===== src/design/soc_pkg.sv =====
// Fabric memory map and bus types
package soc_pkg;

  // ========================================
  // Bus widths
  // ========================================
  localparam int unsigned ADDR_W = 32;
  localparam int unsigned DATA_W = 32;
  localparam int unsigned STRB_W = DATA_W / 8;

  // ========================================
  // Memory map
  // ========================================
  // Region decode masks
  localparam logic [ADDR_W-1:0] REGION_MASK = 32'hF000_0000;
  localparam logic [ADDR_W-1:0] RAM_MASK    = 32'h8000_0000;

  // Region bases
  localparam logic [ADDR_W-1:0] MMAP_RAM_BASE   = 32'h8000_0000;
  localparam logic [ADDR_W-1:0] MMAP_CLINT_BASE = 32'h3000_0000;

  // CLINT register offsets, low 16 address bits
  localparam logic [15:0] CLINT_MSIP_OFF     = 16'h0000;
  localparam logic [15:0] CLINT_MTIMECMP_OFF = 16'h4000;
  localparam logic [15:0] CLINT_MTIME_OFF    = 16'hBFF8;

  // ========================================
  // Bus structs
  // ========================================
  // Request, write when any strobe bit is set
  typedef struct packed {
    logic              valid;
    logic [ADDR_W-1:0] addr;
    logic [DATA_W-1:0] wdata;
    logic [STRB_W-1:0] wstrb;
  } bus_req_t;

  // Response, one per request
  typedef struct packed {
    logic              valid;
    logic              err;
    logic [DATA_W-1:0] rdata;
  } bus_rsp_t;

  // ========================================
  // Enums
  // ========================================
  typedef enum logic [1:0] {
    TGT_NONE,
    TGT_RAM,
    TGT_CLINT
  } target_e;

  typedef enum logic [2:0] {
    REG_MSIP,
    REG_MTIMECMP_LO,
    REG_MTIMECMP_HI,
    REG_MTIME_LO,
    REG_MTIME_HI,
    REG_NONE
  } clint_reg_e;

endpackage

===== src/design/clint.sv =====
// Core-local interruptor
`timescale 1ns/10ps

module clint (
  input  logic                         clk_i,
  input  logic                         rst_ni,
  input  logic                         acc_i,
  input  soc_pkg::bus_req_t            req_i,
  output logic [soc_pkg::DATA_W-1:0]   rdata_o,
  output logic                         timer_irq_o,
  output logic                         sw_irq_o
);

  import soc_pkg::*;

  // ========================================
  // Registers and decode
  // ========================================
  logic [63:0]       mtime_q;
  logic [63:0]       mtimecmp_q;
  logic              msip_q;
  logic [DATA_W-1:0] rdata_q;
  logic [DATA_W-1:0] rd_val;
  clint_reg_e        reg_sel;
  logic              wr_en;
  logic              rd_en;
  logic              mtime_wr;

  // Offset to register select
  always_comb begin
    case (req_i.addr[15:0])
      CLINT_MSIP_OFF:             reg_sel = REG_MSIP;
      CLINT_MTIMECMP_OFF:         reg_sel = REG_MTIMECMP_LO;
      CLINT_MTIMECMP_OFF + 16'd4: reg_sel = REG_MTIMECMP_HI;
      CLINT_MTIME_OFF:            reg_sel = REG_MTIME_LO;
      CLINT_MTIME_OFF + 16'd4:    reg_sel = REG_MTIME_HI;
      default:                    reg_sel = REG_NONE;
    endcase
  end

  // Any strobe bit makes it a write
  assign wr_en    = acc_i & (|req_i.wstrb);
  assign rd_en    = acc_i & ~(|req_i.wstrb);
  assign mtime_wr = wr_en & ((reg_sel == REG_MTIME_LO) | (reg_sel == REG_MTIME_HI));

  // ========================================
  // Register writes and mtime count
  // ========================================
  always_ff @(posedge clk_i or negedge rst_ni) begin
    if (!rst_ni) begin
      mtime_q    <= '0;
      mtimecmp_q <= '1;
      msip_q     <= 1'b0;
    end else begin
      // Free-running unless software loads it
      if (!mtime_wr) begin
        mtime_q <= mtime_q + 64'd1;
      end
      if (wr_en) begin
        case (reg_sel)
          REG_MSIP:        msip_q <= req_i.wdata[0];
          REG_MTIMECMP_LO: mtimecmp_q[31:0] <= req_i.wdata;
          REG_MTIMECMP_HI: mtimecmp_q[63:32] <= req_i.wdata;
          REG_MTIME_LO:    mtime_q[31:0] <= req_i.wdata;
          REG_MTIME_HI:    mtime_q[63:32] <= req_i.wdata;
          default:         ;
        endcase
      end
    end
  end

  // ========================================
  // Read path
  // ========================================
  always_comb begin
    case (reg_sel)
      REG_MSIP:        rd_val = {{(DATA_W-1){1'b0}}, msip_q};
      REG_MTIMECMP_LO: rd_val = mtimecmp_q[31:0];
      REG_MTIMECMP_HI: rd_val = mtimecmp_q[63:32];
      REG_MTIME_LO:    rd_val = mtime_q[31:0];
      REG_MTIME_HI:    rd_val = mtime_q[63:32];
      default:         rd_val = '0;
    endcase
  end

  // Value seen in the request cycle
  always_ff @(posedge clk_i) begin
    if (rd_en) begin
      rdata_q <= rd_val;
    end
  end

  assign rdata_o = rdata_q;

  // Interrupts straight from the registers
  assign timer_irq_o = (mtime_q >= mtimecmp_q);
  assign sw_irq_o    = msip_q;

endmodule


===== config.mk =====
export PLATFORM = sky130hd
export DESIGN_NAME = clint
export DESIGN_NICKNAME = d
export VERILOG_FILES = /design/src/design/soc_pkg.sv /design/src/design/clint.sv
export SDC_FILE = /design/constraint.sdc
export NUM_CORES = 1
export LEC_CHECK = 0
export ABC_AREA = 1
export BUFFER_PORTS_ARGS = -buffer_cell sky130_fd_sc_hd__buf_2
export CAP_MARGIN = 20
export CORE_MARGIN = 5
export CORE_UTILIZATION = 45
export CTS_CLUSTER_DIAMETER = 80
export CTS_CLUSTER_SIZE = 14
export DETAILED_ROUTE_END_ITERATION = 8
export GPL_TIMING_DRIVEN = 0
export PLACE_DENSITY_LB_ADDON = 0.3
export SYNTH_ARGS = -nofsm -noshare
export SYNTH_HDL_FRONTEND = slang
export SYNTH_SLANG_ARGS = --single-unit

===== constraint.sdc =====
create_clock -name clk_i -period 4.4 [get_ports clk_i]
set_clock_uncertainty 0.05 [all_clocks]
set_input_delay 0.66 -clock clk_i [delete_from_list [all_inputs] [get_ports clk_i]]
set_output_delay 0.66 -clock clk_i [all_outputs]
set_load 0.005 [all_outputs]

# == After elaboration in Yosys (flattened, before gate mapping) ==
# Index checks and enable logic that the tools add are counted.
# word_totals
elab_cells,32
input_bits,72
out_inout_bits,34
ff_bits,161
# op_classes
magnitude_cmp,1
muxes,6
addsub,1
bitwise_logic,5
n_eq_ne,8
reduce_logical,6
# op_table
op,n
$pmux 32 s5,1
$mux 64,2
$add 64x1->64 const B,1
$ge 64x64->1,1
$mux 32,2
$eq 16x15->1 const B,2
$eq 16x16->1 const B,2
$logic_not 16->1,1
$pmux 3 s5,1
$eq 3x2->1 const B,2
$reduce_and 2->1,3
$reduce_or 4->1,1
$and 1x1->1,3
$eq 3x1->1 const B,1
$eq 3x3->1 const B,1
$logic_not 3->1,1
$not 1->1,1
$or 1x1->1,1

# == Longest topological paths before layout ==
# depth
word_depth,8
depth_mapped,15
mapped_depth_nobuf,15

# == Least setup slack after synthesis ==
# No wires, ideal clock.
# synth_path
path_type,input to register
start,input req_i[1] (netlist bit)
end,"register rdata_q[0] (netlist: rdata_o[0]), enable pin"
t_required_ns,3.929
setup_time_ns,0.421
setup_slack_ns,1.714
n_path_buf,0
path_stages,3
arrival_ns,2.215
cell_sequence,nor2_1 -> nand3_1 -> nor2_1
# synth_via
elab_chain_cells,3
# synth_rtl
item,line_no,text
"start, declared",clint.sv:8,"input soc_pkg::bus_req_t req_i,"
$reduce_or 4->1,clint.sv:43,assign rd_en = acc_i & ~(|req_i.wstrb);
$not 1->1,clint.sv:43,
$and 1x1->1,clint.sv:43,
named net rd_en,clint.sv:26,logic rd_en;
"end signal, assigned",clint.sv:89,rdata_q <= rd_val;
"end, declared",clint.sv:22,logic [DATA_W-1:0] rdata_q;
# The timed path passes the listed nets, and every way through them passes these cells.
# A chain may end at the register's enable or synchronous reset.

# == Worst setup path in the final report ==
# layout_path
start,register mtimecmp_q[29]
end,output timer_irq_o
# layout_via
elab_chain_cells,1
# layout_rtl
item,line_no,text
"start, declared",clint.sv:20,logic [63:0] mtimecmp_q;
"start signal, assigned",clint.sv:62,REG_MTIMECMP_LO: mtimecmp_q[31:0] <= req_i.wdata;
$ge 64x64->1,clint.sv:96,assign timer_irq_o = (mtime_q >= mtimecmp_q);
"end, declared",clint.sv:10,"output logic timer_irq_o,"
# No other way between the ends.

==> qor.yml <==
setup_path:
  worstPathMaxFanout: 3
  critPathRequiredTime_ns: 3.69
  critical_path.startpoint_type: "flop"
  worst_path_cell_chain: "inv_1 > ha_1 > nand4_1 > inv_1 > nand2_1 > nor4b_1 > buf_2 > nand2_1 > nand3b_1 > nand2_1 > nand3_1 > buf_2"
  crit_path_frequent_cell: "sky130_fd_sc_hd__nand2_1"
  cp-end-kind: "output port"
  wp_data_arrival_ns: 2.78
  family_of_cells_with_the_greatest_summed_delay_on_the_critical_path: "simple AND/OR/NAND/NOR gates"
  timing.critical_path.slowest_stage_cell: "sky130_fd_sc_hd__dfstp_2"
  worst-setup-path-type: "flop to output port"
  crit_path_max_incr_delay_ns: 0.55
  path_buf_inv: 4
cts:
  post-cts-setup-buffers: 0
  clkSinkCount: 161
  clk_root_buffer_cell: "sky130_fd_sc_hd__clkbuf_16"
  cts_tree: "yes"
  postCtsResizedCells: 0
  clock_transition_at_path_regs_ns: 0.07
  cts.path.max_buffers: 2
  tritoncts_buffer_count: 17
  cts_hold_repair.buffers: 0
  clock_tree.htree_level_count: 4
  clk-insertion-delay-late_ns: 0.44
floorplan:
  io-pin-count: 106
  die_h_um: 163
  die_width_um: 163
  number_of_standard_cell_rows_in_the_floorplan: 55
  initial_utilization_pct: 46.0
  core_area_sq_um: 22800
  die_outline_area_sq_um: 26400
synth:
  post_synthesis_register_bit_count: 161
  yosys.area.top_type: "sky130_fd_sc_hd__dfstp_2"
  seq_area_frac_synth_pct: 40.7
  yosysWarnings: 0
  synthTopCellsByArea: "sky130_fd_sc_hd__dfstp_2 (16%), sky130_fd_sc_hd__dfrtp_1 (16%), sky130_fd_sc_hd__nand2_1 (12%), sky130_fd_sc_hd__edfxtp_1 (9.2%), sky130_fd_sc_hd__ha_1 (7.8%)"
  yosysTopAreaCellShare_pct: 16.0
  yosysMostFrequentCell: "sky130_fd_sc_hd__nand2_1"
  postSynth.asyncResetShare_pct: 80.1
  synthFlopType: "sky130_fd_sc_hd__dfrtp_1"
  synthTopCellsByCount: "sky130_fd_sc_hd__nand2_1 (341), sky130_fd_sc_hd__inv_1 (199), sky130_fd_sc_hd__nor2_1 (123)"
  post_syn_nets: 1512
  synth_enable_flop_cells: 32
  netlist-cell-type-count: 45
  avg_inst_size_synth_sq_um: 7.62
  synth.cell_area_sq_um: 10500
  post_synth_inst_count: 1375
route:
  drc: 0
  drt-vias-per-instance: 5.72
  detail-route-antenna-nets: 0
  drt-total-wl_um: 40800
  drt-initial-drc-count: 1132
  vias: 10370
  detail_route.first_pass.iterations: 6
  route.detailed.wl_per_inst_um: 22.5
timing:
  max-slew-margin-rel_pct: 25.1
  drv_slew: 0
  setup_total_negative_slack_ns: 0
  rsz_0062_raised_after_global_routing: "false"
  worst_hold_slack_ns: 0.0717
  max_freq_ghz: 0.287
  max_slew.worst_pin.slew_ns: 1.12
  post-route-min-period_ns: 3.49
  setup_viol: 0
  hold_violations: 0
  final_min_period_over_clock_period_pct: 79.3
  final.setup.worst_slack_ns: 0.911
power:
  power.switching_uw: 849
  seq_power_share_pct: 46.3
  p_clk_share_pct: 47.8
  vdd_drop_max_v: 0.000220
  pwrdens_nw_per_um2: 285
  intPower_uw: 2570
  sw_frac_of_total_pct: 24.8
  power_leakage_uw: 0.00508
  comb_power_share_pct: 6.0
global_route:
  first_global_vias: 10135
  grt_first_pass_wirelength_um: 61100
  grt_max_degree: 95
  grt_antenna_before_repair: 0
  global_route.usage.total_pct: 31.1
  global_route.overflow_total: 0
cells_and_area:
  drive_above_1_share_pct: 16.6
  syn_to_final_growth_pct: 14.6
  layout.nets: 1623
  antenna_cells: 0
  final.fill_count: 2267
  fin_cells: 1812
place:
  place_inst: 1779
  dp_slack_ns: 0.750
  place.port_buffers: 88
  detailedPlacementHpwl_um: 30500
  routabilityCongestion: 1.03
run:
  drv.max_cap_violation_count: 0
min_path:
  hp-class: "primary input to asynchronous set/reset pin"
status:
  outcome: "finished, final reports clean"
==> final timing paths <==
| kind | startpoint | cells past startpoint | end | slack, ns |
|---|---|---|---|---|
| max | mtimecmp_q[29] | 12 | timer_irq_o | 0.91 |
| min | rst_ni | 1 | mtime_q[60] | 0.07 |
| max reg2reg | mtime_q[42] | 10 | mtime_q[60] | 1.88 |
| min reg2reg | mtimecmp_q[46] | 2 | mtimecmp_q[46] | 0.44 |
| max in group asynchronous | rst_ni | 2 | mtimecmp_q[8] | 3.40 |
| min in group clk_i | req_i[7] | 3 | mtime_q[35] | 0.41 |
==> registers in the layout, indices dropped and copies added (netlist names) <==
register    count
sw_irq_o        1
rdata_o        32
mtime_q        64
mtimecmp_q     64
==> through the flow <==
stage | total power, uW | instance area (sq um) | util, %
finish | 3420 | 12000 | 52.7
detailed placement | 1810 | 11400 | 50.0
CTS | 3410 | 12000 | 52.7
floorplan | 1700 | 10500 | -
global placement | 1800 | 11300 | 49.7
global route | 3510 | 12000 | 52.7
==> power by group through the flow <==
| stage | clock, uW | sequential, uW | combinational, uW |
|---|---|---|---|
| final | 1630 | 1580 | 204 |
| after global routing | 1690 | 1590 | 236 |
| after CTS | 1630 | 1580 | 203 |
| after detailed placement | 0 | 1610 | 201 |
| after global placement | 0 | 1610 | 190 |
| after floorplan | 0 | 1600 | 105 |
==> final cells by class <==
class / count / area (sq um) / area share (%)
plain buffers: 42 / 201 / 1.68
clock buffers: 18 / 429 / 3.57
clock inverters: 14 / 188 / 1.56
inverters: 204 / 766 / 6.38
multi-input cells: 968 / 5250 / 43.7
flip-flops and latches: 161 / 4270 / 35.5
well taps: 313 / 392 / 3.26
repair buffers: 92 / 512 / 4.26
==> cells in the final DEF, fill, tap and decap left out, types with 18 or more instances in the layout <==
cell type and count:
sky130_fd_sc_hd__clkbuf_1 25, sky130_fd_sc_hd__o21ai_0 81, sky130_fd_sc_hd__dfrtp_1 65, sky130_fd_sc_hd__nor3_1 18, sky130_fd_sc_hd__buf_2 103, sky130_fd_sc_hd__o2111ai_1 26
sky130_fd_sc_hd__inv_1 199, sky130_fd_sc_hd__edfxtp_1 32, sky130_fd_sc_hd__nor2_1 122, sky130_fd_sc_hd__a21oi_1 79, sky130_fd_sc_hd__xor2_1 29, sky130_fd_sc_hd__nand2_1 341
sky130_fd_sc_hd__nand3_1 65, sky130_fd_sc_hd__dfstp_2 64, sky130_fd_sc_hd__o21ai_1 22, sky130_fd_sc_hd__nand4_1 35, sky130_fd_sc_hd__ha_1 65
==> metal layers <==
metal	track usage [%]	routed length, um	part of all wire, %	vias up
met4	11.8	1520	3.7	0
met1	42.0	17500	43	4984
met5	0	0	0	-
met2	48.4	18000	44	526
li1	-	-	-	4767
met3	7.67	3790	9.3	93
==> kinds of logic (layout without fill, tap and decap cells) <==
family                   after synthesis  in the layout  share of synthesized area, %
buffers and inverters                246            370                          9.23
XOR/XNOR                              31             31                          2.59
adder cells (fa/ha/maj)               65             65                          7.76
AO/OA/AOI/OAI                        234            234                          12.7
AND/OR/NAND/NOR                      638            638                          27.0
flip-flops                           161            161                          40.7
(Power assumes the default switching activity.)
