--- src/design/soc_pkg.sv ---
// Fabric memory map and bus types
package soc_pkg;

  // ========================================
  // Bus widths
  // ========================================
  localparam int unsigned ADDR_W = 32;
  localparam int unsigned DATA_W = 32;
  localparam int unsigned STRB_W = DATA_W / 8;

  // ========================================
  // Memory map
  // ========================================
  // Region decode masks
  localparam logic [ADDR_W-1:0] REGION_MASK = 32'hF000_0000;
  localparam logic [ADDR_W-1:0] RAM_MASK    = 32'h8000_0000;

  // Region bases
  localparam logic [ADDR_W-1:0] MMAP_RAM_BASE   = 32'h8000_0000;
  localparam logic [ADDR_W-1:0] MMAP_CLINT_BASE = 32'h3000_0000;

  // CLINT register offsets, low 16 address bits
  localparam logic [15:0] CLINT_MSIP_OFF     = 16'h0000;
  localparam logic [15:0] CLINT_MTIMECMP_OFF = 16'h4000;
  localparam logic [15:0] CLINT_MTIME_OFF    = 16'hBFF8;

  // ========================================
  // Bus structs
  // ========================================
  // Request, write when any strobe bit is set
  typedef struct packed {
    logic              valid;
    logic [ADDR_W-1:0] addr;
    logic [DATA_W-1:0] wdata;
    logic [STRB_W-1:0] wstrb;
  } bus_req_t;

  // Response, one per request
  typedef struct packed {
    logic              valid;
    logic              err;
    logic [DATA_W-1:0] rdata;
  } bus_rsp_t;

  // ========================================
  // Enums
  // ========================================
  typedef enum logic [1:0] {
    TGT_NONE,
    TGT_RAM,
    TGT_CLINT
  } target_e;

  typedef enum logic [2:0] {
    REG_MSIP,
    REG_MTIMECMP_LO,
    REG_MTIMECMP_HI,
    REG_MTIME_LO,
    REG_MTIME_HI,
    REG_NONE
  } clint_reg_e;

endpackage
--- src/design/resp_pipe.sv ---
// Fixed-latency response pipeline
`timescale 1ns/10ps

module resp_pipe #(
  parameter int unsigned RESP_LATENCY = 4
) (
  input  logic                         clk_i,
  input  logic                         rst_ni,
  input  logic                         req_valid_i,
  input  soc_pkg::target_e             tgt_i,
  input  logic                         is_write_i,
  input  logic [soc_pkg::DATA_W-1:0]   ram_rdata_i,
  input  logic [soc_pkg::DATA_W-1:0]   clint_rdata_i,
  output soc_pkg::bus_rsp_t            rsp_o
);

  import soc_pkg::*;

  // Capture register counts as the first edge
  localparam int unsigned STAGES = RESP_LATENCY - 1;

  logic     req_vld_q;
  target_e  tgt_q;
  logic     is_write_q;
  bus_rsp_t rsp_d;
  bus_rsp_t pipe_q [STAGES];

  // ========================================
  // Request capture
  // ========================================
  always_ff @(posedge clk_i or negedge rst_ni) begin
    if (!rst_ni) begin
      req_vld_q  <= 1'b0;
      tgt_q      <= TGT_NONE;
      is_write_q <= 1'b0;
    end else begin
      req_vld_q  <= req_valid_i;
      tgt_q      <= tgt_i;
      is_write_q <= is_write_i;
    end
  end

  // ========================================
  // Response build
  // ========================================
  always_comb begin
    rsp_d.valid = req_vld_q;
    // Unmapped space flags an error
    rsp_d.err   = req_vld_q & (tgt_q == TGT_NONE);
    rsp_d.rdata = '0;
    // Writes answer with zero data
    if (req_vld_q && !is_write_q) begin
      case (tgt_q)
        TGT_RAM:   rsp_d.rdata = ram_rdata_i;
        TGT_CLINT: rsp_d.rdata = clint_rdata_i;
        default:   rsp_d.rdata = '0;
      endcase
    end
  end

  // ========================================
  // Delay line
  // ========================================
  always_ff @(posedge clk_i or negedge rst_ni) begin
    if (!rst_ni) begin
      for (int i = 0; i < STAGES; i++) begin
        pipe_q[i] <= '0;
      end
    end else begin
      pipe_q[0] <= rsp_d;
      // One slot per cycle, full rate
      for (int i = 1; i < STAGES; i++) begin
        pipe_q[i] <= pipe_q[i-1];
      end
    end
  end

  assign rsp_o = pipe_q[STAGES-1];

endmodule

--- config.mk ---
export PLATFORM = sky130hd
export DESIGN_NAME = resp_pipe
export DESIGN_NICKNAME = d
export VERILOG_FILES = /design/src/design/soc_pkg.sv /design/src/design/resp_pipe.sv
export SDC_FILE = /design/constraint.sdc
export NUM_CORES = 1
export LEC_CHECK = 0
export BUFFER_PORTS_ARGS = -buffer_cell sky130_fd_sc_hd__buf_4
export CAP_MARGIN = 10
export CORE_ASPECT_RATIO = 0.75
export CORE_MARGIN = 4
export CORE_UTILIZATION = 50
export DETAILED_ROUTE_END_ITERATION = 10
export PLACE_DENSITY = 0.78
export SYNTH_ARGS = -nofsm -noshare
export SYNTH_HDL_FRONTEND = slang
export SYNTH_SLANG_ARGS = --single-unit
--- constraint.sdc ---
create_clock -name clk_i -period 1.43 [get_ports clk_i]
set_input_delay 0.0715 -clock clk_i [delete_from_list [all_inputs] [get_ports clk_i]]
set_output_delay 0.0715 -clock clk_i [all_outputs]
set_load 0.02 [all_outputs]
# Word-level counts from Yosys, hierarchy flattened
# Index checks and enable logic that the tools add are counted.
dict set report totals {
  elab_cells 20
  register_bits 106
  out_inout_bits 34
}
dict set report classes {
  muxes 2
  bitwise 1
  eq_ne 2
  n_reduce_logical 3
}
# op n
set ops {}
lappend ops {{one-hot mux 32 bit (2 select lines)} 1}
lappend ops {{two-way mux 32 bit} 1}
lappend ops {{== test 2 x 1 -> 1 bit (second input constant)} 1}
lappend ops {{== test 2 bit (second input constant)} 1}
lappend ops {{zero test 2 bit} 1}
lappend ops {{bitwise AND 1 bit} 1}
lappend ops {{logical AND 1 bit} 1}
lappend ops {{zero test 1 bit} 1}

# Depth between registers and ports, before layout
# Gate-level depths: netlist of the first run.
dict set report depth {
  word_depth 3
  mapped_depth 5
  mapped_depth_nobuf 4
}

# Least setup slack after synthesis of the first run
# OpenSTA, ideal clock, no wires.
dict set report synth_path {
  path_type {register -> register}
  start {reg tgt_q[0]}
  end {reg pipe_q[69] in the netlist's numbering}
  path_buffers 1
  path_slack_ns 0.291
  synth_period_minus_slack_ns 1.139
  arrival_time_ns 1.018
  required_ns 1.309
  setup_ns 0.121
  path_stages_with_launch 6
  cell_sequence {dfrtp_1 > inv_1 > ha_1 > nand3b_4 > buf_2 > nor2_1}
}
# element line
set synth_rtl {}
lappend synth_rtl {{start, declared} resp_pipe.sv:23} ;# target_e tgt_q;
lappend synth_rtl {{start signal, assigned} resp_pipe.sv:38} ;# tgt_q <= tgt_i;
lappend synth_rtl {{end signal, assigned by index} resp_pipe.sv:73} ;# pipe_q[i] <= pipe_q[i-1];
lappend synth_rtl {{end, declared} resp_pipe.sv:26} ;# bus_rsp_t pipe_q [STAGES];

==> flow_metrics.env, run 1 <==
export IMPL_status="finished, final reports clean"
export IMPL_cts_root_buf="clkbuf_8"
export IMPL_cts_buffers=9
export IMPL_synthTopCellsByCount="dfrtp_1, buf_4, nor2_1, a22oi_1, buf_6"
export IMPL_leakage_nw=2.54
export IMPL_multi_input_area_um2=467
export IMPL_synth_area_leaders="dfrtp_1, buf_4, a22oi_1"
export IMPL_htree_levels=3
export IMPL_grtUsageTotal_pct=18.1
export IMPL_cts_buffer_depth=2
export IMPL_num_vias=2107
export IMPL_area_growth_pct=43.7
export IMPL_worst_pin_slew_ps=318
export IMPL_p_per_area_nw_per_um2=1100
export IMPL_fin_crit_sh_pct=94.4
export IMPL_synth_edf_count=0
export IMPL_critical_path_max_fanout=16
export IMPL_regArea_um2=2650
export IMPL_n_fill_cell=385
export IMPL_clk_pin_slew_ps=90
export IMPL_place_ws_ps=54.5
export IMPL_setup_ws_ps=80.1
export IMPL_placementRows=25
export IMPL_synth_top_area_share_pct=77.2
export IMPL_die_h_um=79.8
export IMPL_fin_crit_ps=1350
export IMPL_ant_nets=0
export IMPL_synth_area_um2=3440
export IMPL_core_um2=6470
export IMPL_start_kind="flop"
export IMPL_slew_viol_final=0
export IMPL_first_pass_iters=4
export IMPL_cp_data_arrival_time_ps=1630
export IMPL_via_per_inst=4.66
export IMPL_synth_cell_types=11
export IMPL_synth_area_leader_cell="dfrtp_1"
export IMPL_crit_type="flop to flop"
export IMPL_antenna_found_initial=0
export IMPL_ys_warn_count=0
export IMPL_ir_drop_uv=651
export IMPL_routed_wl_um=7200
export IMPL_post_synth_cell_area_avg_um2=15.6
export IMPL_hold_viol=0
export IMPL_slew_headroom_pct=78.8
export IMPL_drive_gt1_share_pct=36.1
export IMPL_clock_latency_ps=360
export IMPL_grt_pass1_wl_um=11200
export IMPL_hold_worst_slack_ps=13.5
export IMPL_grt_max_degree=37
export IMPL_synth_ff_type="dfrtp_1"
export IMPL_num_antenna_cells=0
export IMPL_setup_violations=0
export IMPL_first_global_vias=2304
export IMPL_clock_fmax_ghz=0.741
export IMPL_syn_num_nets=293
export IMPL_cp_required_ps=1710
export IMPL_hp_class="input pin to flop"
export IMPL_drc=0
export IMPL_cts_tree="yes"
export IMPL_io_buffers=103
export IMPL_io_pins=104
export IMPL_ys_seq_area_share_pct=77.2
export IMPL_clock_sinks=106
export IMPL_fin_cells=452
export IMPL_start_util_pct=53.1
export IMPL_synth_most_common_cell="dfrtp_1"
export IMPL_grt_overflow=0
export IMPL_initialDrtViolationCount=67
export IMPL_ys_seq_elements=106
export IMPL_syn_inst=220
export IMPL_wl_per_cell_um=15.9
export IMPL_gp_congestion=0.704
export IMPL_final_setup_skew_ps=9.65
export IMPL_layout_nets=439
export IMPL_cap_violations=0
export IMPL_die_width_um=104
export IMPL_dp_hpwl_um=4020
export IMPL_cp_end_kind="flop"
export IMPL_postSynth_asyncResetShare_pct=100
export IMPL_dp_cells=370
export IMPL_die_area_um2=8280
worst max-delay path: stages, from the launching register on:
cell and delay [ps]:
dfrtp_1 380, inv_1 70, ha_2 390, nand3b_4 220
nor2_1 210
through the flow:
stage / total power [mW] / instance area, um2 / TNS (ps) / utilization, %
floorplan: 3.31 / 3440 / 0 / -
global placement: 3.54 / 4070 / 0 / 62.8
CTS: 5.44 / 4910 / 0 / 75.9
detailed placement: 3.55 / 4070 / 0 / 62.8
global route: 5.66 / 4940 / -9.92 / 76.3
finish: 5.41 / 4940 / 0 / 76.3
timing repair:
| action | CTS | global route |
|---|---|---|
| hold buffers | 65 | 0 |
| setup endpoints to repair | 0 | 29 |
| buffers inserted | 0 | 0 |
| gates resized for setup | 0 | 4 |
| endpoints found under the hold margin | 141 | 0 |
metal layers:
layer,GRT usage [%],wire (um),vias to the layer above
met2,31.3,3740,90
met1,20.3,2760,1012
met4,8.10,211,0
met3,6.87,488,20
li1,-,-,985
met5,0,0,-
state kept, by name, summed over array words and instances, names as in the netlist:
name and count:
pipe_q 68, rsp_o 34, tgt_q 2, is_write_q 1, req_vld_q 1
cell usage in the layout, fill, tap and decap left out:
cell type,n
nor2_1,32
nand3b_4,2
clkbuf_8,9
a22oi_1,29
dfrtp_1,106
clkinvlp_4,1
buf_12,2
and2_1,1
dlygate4sd3_1,65
clkinv_4,2
ha_2,3
bufinv_16,1
inv_6,1
clkbuf_1,2
a22oi_2,3
inv_1,2
buf_4,110
cells by family (layout without fill, tap and decap cells):
family / after synthesis / after routing / synth area share (%)
AO/OA/AOI/OAI: 32 / 32 / 7.43
buffers and inverters: 45 / 195 / 10.0
adder cells (fa/ha/maj): 3 / 3 / 1.09
AND/OR/NAND/NOR: 34 / 35 / 4.26
flip-flops: 106 / 106 / 77.2
final timing paths:
kind / slack, ps / cells after the start / to / startpoint
min in group asynchronous: 140 / 2 / pipe_q[65] / rst_ni
max: 80 / 4 / pipe_q[92] / tgt_q[1]
max in group asynchronous: 660 / 3 / pipe_q[57] / rst_ni
min: 10 / 3 / pipe_q[97] / clint_rdata_i[29]
max reg2reg: 80 / 4 / pipe_q[92] / tgt_q[1]
min reg2reg: 350 / 0 / pipe_q[34] / pipe_q[68]
final cells by class:
cell class | count | share of cell area, %
flip-flops and latches | 106 | 53.7
inverters | 2 | 0.152
clock buffers | 11 | 2.66
multi-input cells | 70 | 9.45
clock inverters | 5 | 1.29
repair buffers | 177 | 30.7
well taps | 81 | 2.05
power breakdown:
group / internal (mW) / leakage [nW] / switching [mW]
Combinational: 0.331 / 0.995 / 0.239
Clock: 0.823 / 0.0941 / 0.935
Sequential: 3.06 / 1.45 / 0.0222
Total: 4.22 / 2.54 / 1.20
No activity file was read; power rests on OpenSTA's default activity.
==> run 2, diff against run 1 <==
--- a/config.mk
+++ b/config.mk
@@ -12,6 +12,7 @@
 export CORE_UTILIZATION = 50
 export DETAILED_ROUTE_END_ITERATION = 10
 export PLACE_DENSITY = 0.78
+export RECOVER_POWER = 50
 export SYNTH_ARGS = -nofsm -noshare
 export SYNTH_HDL_FRONTEND = slang
 export SYNTH_SLANG_ARGS = --single-unit
==> run 2 against run 1 <==
  * Routed wire length about the same
  * Via count up 1.0%
  * Hold slack better by 3.0 ps
  * Sequential power about the same
  * Maximum frequency about the same
  * Global-route usage unchanged
  * Clock skew about the same
  * Sequential share of layout area up 0.33 points
  * First-iteration DRC count up 15%
  * Critical endpoint unchanged
  * Highest routed layer unchanged
==> flow_metrics.env, run 2 (synthesized netlist as in run 1, its figures left out) <==
export IMPL_htree_levels=3
export IMPL_reg2reg_depth=4
export IMPL_final_setup_skew_ps=9.32
export IMPL_path_cells="inv_1, ha_2, nand3b_4, nor2_1"
export IMPL_final_common_cell="dfrtp_1"
export IMPL_dp_hpwl_um=4020
export IMPL_area_growth_pct=42.8
export IMPL_power_internal_mw=4.21
export IMPL_met2_usage_pct=31.3
export IMPL_grtUsageTotal_pct=18.1
export IMPL_power_mw=5.40
export IMPL_wl_per_cell_um=15.9
export IMPL_ant_nets=0
export IMPL_crit_family="simple AND/OR/NAND/NOR gates"
export IMPL_placementRows=25
export IMPL_io_pins=104
export IMPL_cts_root_buf="clkbuf_8"
export IMPL_cts_buffer_depth=2
export IMPL_grt_use_met3_pct=6.87
export IMPL_grt_max_degree=37
export IMPL_p_sw_mw=1.19
export IMPL_leakage_nw=2.53
export IMPL_die_width_um=104
export IMPL_antenna_found_initial=0
export IMPL_grt_overflow=0
export IMPL_swShare_pct=22.1
export IMPL_clock_sinks=106
export IMPL_io_buffers=103
export IMPL_hold_viol=0
export IMPL_fin_crit_sh_pct=94.3
export IMPL_hp_class="input pin to flop"
export IMPL_initialDrtViolationCount=77
export IMPL_crit_type="flop to flop"
export IMPL_num_vias=2129
export IMPL_gr_usage_met1_pct=20.3
export IMPL_worst_pin_slew_ps=559
export IMPL_largest_reg_flops=68
export IMPL_clock_fmax_ghz=0.741
export IMPL_cp_end_kind="flop"
export IMPL_clk_pin_slew_ps=90
export IMPL_cp_data_arrival_time_ps=1630
export IMPL_slew_viol_final=0
export IMPL_cts_tree="yes"
export IMPL_cap_violations=0
export IMPL_critical_path_max_fanout=16
export IMPL_fin_crit_ps=1350
export IMPL_die_h_um=79.8
export IMPL_drc=0
export IMPL_grt_busiest_layer="met2"
export IMPL_first_global_vias=2304
export IMPL_routed_wl_um=7200
export IMPL_cts_buffers=9
export IMPL_setup_violations=0
export IMPL_cp_slowest_stage_delay_ps=390
export IMPL_min_path_cells=3
export IMPL_cp_depth=4
export IMPL_cp_required_ps=1710
export IMPL_start_kind="flop"
export IMPL_final_cell_mix="dfrtp_1, buf_4, dlygate4sd3_1, nor2_1, a22oi_1"
export IMPL_clock_latency_ps=360
export IMPL_slew_headroom_pct=62.7
export IMPL_drive_gt1_share_pct=36.1
export IMPL_die_area_um2=8280
export IMPL_core_um2=6470
export IMPL_ir_drop_uv=660
export IMPL_power_frac_comb_pct=10.3
export IMPL_regMostFlops="pipe_q"
export IMPL_start_util_pct=53.1
export IMPL_critPathBufInv=1
export IMPL_p_per_area_nw_per_um2=1100
export IMPL_first_pass_iters=4
export IMPL_grt_pass1_wl_um=11200
export IMPL_layout_nets=439
export IMPL_clkPwrFrac_pct=32.5
export IMPL_tns_ps=0
export IMPL_cp_slowest_cell="ha_2"
export IMPL_via_per_inst=4.71
export IMPL_status="finished, final reports clean"
export IMPL_num_antenna_cells=0
export IMPL_pwr_share_seq_pct=57.1
export IMPL_gp_congestion=0.704
==> run 2: cell count changes in the layout (fill, tap and decap cells not counted) <==
cell and delta:
buf_12 -2, buf_4 -5, clkbuf_4 +5, clkbuf_2 +2
==> run 2: power groups by stage <==
stage                     Sequential (mW)  Clock, mW  Combinational [mW]
after floorplan                      3.14          0               0.172
after global placement               3.14          0               0.403
after detailed placement             3.14          0               0.410
after CTS                            3.08       1.81               0.552
after global routing                 3.09       1.95               0.604
final                                3.08       1.76               0.559
==> run 2: cell type report <==
type                            instances  area (um2)
Inverter                                2        7.51
Tap cell                               81         101
Fill cell                             388        1570
Sequential cell                       106        2650
Clock inverter                          5        63.8
Timing Repair Buffer                  177        1490
Clock buffer                           11         131
Multi-Input combinational cell         70         467
==> run 2: per-stage QoR <==
stage / utilization (%) / hold slack, ps / cells / setup WS [ps] / instance area [um2]
floorplan: - / -224 / 220 / 291 / 3440
global placement: 62.8 / -20.7 / 370 / 117 / 4070
detailed placement: 62.8 / -15.6 / 370 / 54.5 / 4070
CTS: 75.9 / 2.95 / 451 / 37.5 / 4910
global route: 75.8 / 3.22 / 452 / -9.92 / 4910
finish: 75.8 / 16.5 / 452 / 81.1 / 4910
==> run 2: path summary, 6_finish.rpt <==
kind / endpoint / slack (ps) / startpoint
worst max-delay path: pipe_q[92] / 80 / tgt_q[1]
worst min-delay path: pipe_q[97] / 20 / clint_rdata_i[29]
worst max register to register: pipe_q[92] / 80 / tgt_q[1]
worst min register to register: pipe_q[34] / 350 / pipe_q[68]
max in group asynchronous: pipe_q[66] / 300 / rst_ni
min in group asynchronous: pipe_q[65] / 210 / rst_ni
==> run 2: layer usage <==
layer	share of wire, %	wire length (um)	vias up
met5	0	0	-
met4	3.0	216	0
met3	6.5	469	20
met2	53	3800	92
met1	38	2720	1031
li1	-	-	986
==> run 2: timing repair <==
item                                   CTS  global route
gates resized for setup                  0             4
endpoints found under the hold margin  141             0
setup endpoints to repair                0            29
setup buffers                            0             0
hold buffers                            65             0
==> run 2: worst min-delay path, stage by stage <==
cell and delay, ps:
buf_4 80, a22oi_1 70, nor2_1 100
==> run 3, diff against run 2 <==
--- a/config.mk
+++ b/config.mk
@@ -9,9 +9,9 @@
 export CAP_MARGIN = 10
 export CORE_ASPECT_RATIO = 0.75
 export CORE_MARGIN = 4
-export CORE_UTILIZATION = 50
+export CORE_UTILIZATION = 30
 export DETAILED_ROUTE_END_ITERATION = 10
-export PLACE_DENSITY = 0.78
+export MAX_ROUTING_LAYER = met4
 export RECOVER_POWER = 50
 export SYNTH_ARGS = -nofsm -noshare
 export SYNTH_HDL_FRONTEND = slang
==> constraint.sdc (replaced) <==
create_clock -name clk_i -period 1.43 [get_ports clk_i]
set_input_delay 0.286 -clock clk_i [delete_from_list [all_inputs] [get_ports clk_i]]
set_output_delay 0.286 -clock clk_i [all_outputs]
set_load 0.02 [all_outputs]
==> run 3 against run 2 <==
  * Hold slack gained 62 ps
  * Critical path depth is 1 higher
  * Register-to-register slack improved by 50 ps
  * Non-clock buffer count decreased by 65
  * Cell count is 1.5% lower
  * Cell area fell by 8.2%
  * Clock power rose by 60%
  * Routed wire length is 15% lower
  * Worst setup slack improved by 54 ps
  * Maximum frequency rose by 4.1%
  * Highest routed layer unchanged
==> flow_metrics.env, run 3 (synthesized netlist as in run 1, its figures left out) <==
export IMPL_cp_depth=5
export IMPL_p_per_area_nw_per_um2=1400
export IMPL_cts_hold_fix_buffers=1
export IMPL_hp_class="input pin to flop"
export IMPL_rr_endpoint="pipe_q[89]"
export IMPL_wl_per_cell_um=13.7
export IMPL_drc=0
export IMPL_routed_wl_um=6110
export IMPL_die_h_um=101
export IMPL_antenna_found_initial=0
export IMPL_n_fill_cell=1036
export IMPL_slew_viol_final=0
export IMPL_min_delay_start="is_write_i"
export IMPL_fin_crit_ps=1300
export IMPL_cts_buffers=9
export IMPL_rrSetupSlack_ps=130
export IMPL_path_cells="inv_1, ha_1, buf_4, a22oi_1, nor2_1"
export IMPL_cts_tree="yes"
export IMPL_cap_violations=0
export IMPL_tns_ps=0
export IMPL_hold_viol=0
export IMPL_regMostFlops="pipe_q"
export IMPL_cts_resized=0
export IMPL_grt_max_degree=57
export IMPL_grt_overflow=0
export IMPL_setup_violations=0
export IMPL_grt_pass1_wl_um=9840
export IMPL_placementRows=33
export IMPL_clock_latency_ps=340
export IMPL_cp_slowest_stage_delay_ps=370
export IMPL_hold_end="is_write_q"
export IMPL_ant_nets=0
export IMPL_leakage_nw=2.33
export IMPL_die_width_um=132
export IMPL_cp_slowest_cell="dfrtp_1"
export IMPL_cts_buffer_depth=2
export IMPL_die_area_um2=13300
export IMPL_gp_congestion=0.699
export IMPL_post_route_util_pct=40.7
export IMPL_io_buffers=103
export IMPL_via_per_inst=4.08
export IMPL_largest_reg_flops=68
export IMPL_layout_nets=373
export IMPL_io_pins=104
export IMPL_start_util_pct=31.1
export IMPL_critPathBufInv=2
export IMPL_fin_crit_sh_pct=90.6
export IMPL_crit_family="flip-flops"
export IMPL_area_growth_pct=31.1
export IMPL_num_vias=1815
export IMPL_first_pass_iters=4
export IMPL_final_cell_mix="dfrtp_1, buf_4, nor2_1, a22oi_1, clkbuf_16"
export IMPL_cp_required_ps=1650
export IMPL_ir_drop_uv=481
export IMPL_first_global_vias=1914
export IMPL_rsz0062_at_grt="no"
export IMPL_worst_pin_slew_ps=643
export IMPL_num_antenna_cells=0
export IMPL_initialDrtViolationCount=101
export IMPL_clk_pin_slew_ps=60
export IMPL_core_um2=11100
export IMPL_slew_headroom_pct=57.1
export IMPL_cp_data_arrival_time_ps=1510
export IMPL_htree_levels=3
export IMPL_r2r_start="tgt_q[0]"
export IMPL_reg2reg_depth=5
export IMPL_crit_type="flop to flop"
export IMPL_cp_end_kind="flop"
export IMPL_start_kind="flop"
export IMPL_final_common_cell="dfrtp_1"
export IMPL_drive_gt1_share_pct=42.3
export IMPL_clock_sinks=106
export IMPL_dp_hpwl_um=4390
export IMPL_cts_root_buf="clkbuf_16"
export IMPL_status="finished, final reports clean"
export IMPL_final_setup_skew_ps=4.69
export IMPL_min_path_cells=1
export IMPL_critical_path_max_fanout=22
export IMPL_clock_fmax_ghz=0.772
export IMPL_grtUsageTotal_pct=10.0
export IMPL_post_cts_setup_buffer_count=0
run 3: cell types whose count changed in the layout (fill, tap and decap cells not counted), sizes merged:
cell / change
dlygate4sd3: -64
bufinv: +2
clkinv: -2
inv: -1
nand3b: -1
run 3: power breakdown:
group	internal (mW)	switching (mW)	total [mW]
logic	0.211	0.199	0.410
clock network	1.81	1.00	2.81
registers	3.07	0.0196	3.08
total	5.08	1.22	6.30
run 3: worst max path at each step:
stage,from,endpoint,slack [ps]
global placement,tgt_q[0],pipe_q[89],180
global route,tgt_q[0],pipe_q[89],60
floorplan,tgt_q[0],pipe_q[69],290
CTS,tgt_q[0],pipe_q[89],150
finish,tgt_q[0],pipe_q[89],130
detailed placement,tgt_q[0],pipe_q[89],160
run 3: through the flow:
stage	std cells	power (mW)	setup slack (ps)	instance area, um2	hold WS, ps
after floorplan	220	3.31	291	3440	-9.59
after global placement	428	3.56	179	4160	300
after detailed placement	428	3.57	162	4160	303
after CTS	445	6.41	146	4520	35.4
after global routing	445	6.57	59.0	4510	58.4
final	445	6.30	135	4510	78.1
run 3: worst register-to-register path: cells and delay by family (launching register included):
family	cells	cell delay, ps
adders and majority gates	1	210
buffers and inverters	2	290
AOI/OAI and AO/OA	1	250
DFF	1	370
and+or+nand+nor	1	70
run 3: per-layer routing:
layer,track usage (%),wire length [um],up-vias
met1,12.6,2680,883
met2,14.6,2890,74
met3,4.14,463,11
met4,3.63,87,0
met5,-,0,-
li1,-,-,847
run 3: area by class of cell:
type | instances | area [um2] | area share, %
flip-flops and latches | 106 | 2650 | 58.9
clock buffers | 12 | 256 | 5.69
well taps | 140 | 175 | 3.89
multi-input cells | 69 | 439 | 9.75
inverters | 2 | 7.51 | 0.167
repair buffers | 112 | 877 | 19.5
clock inverters | 4 | 97.6 | 2.17
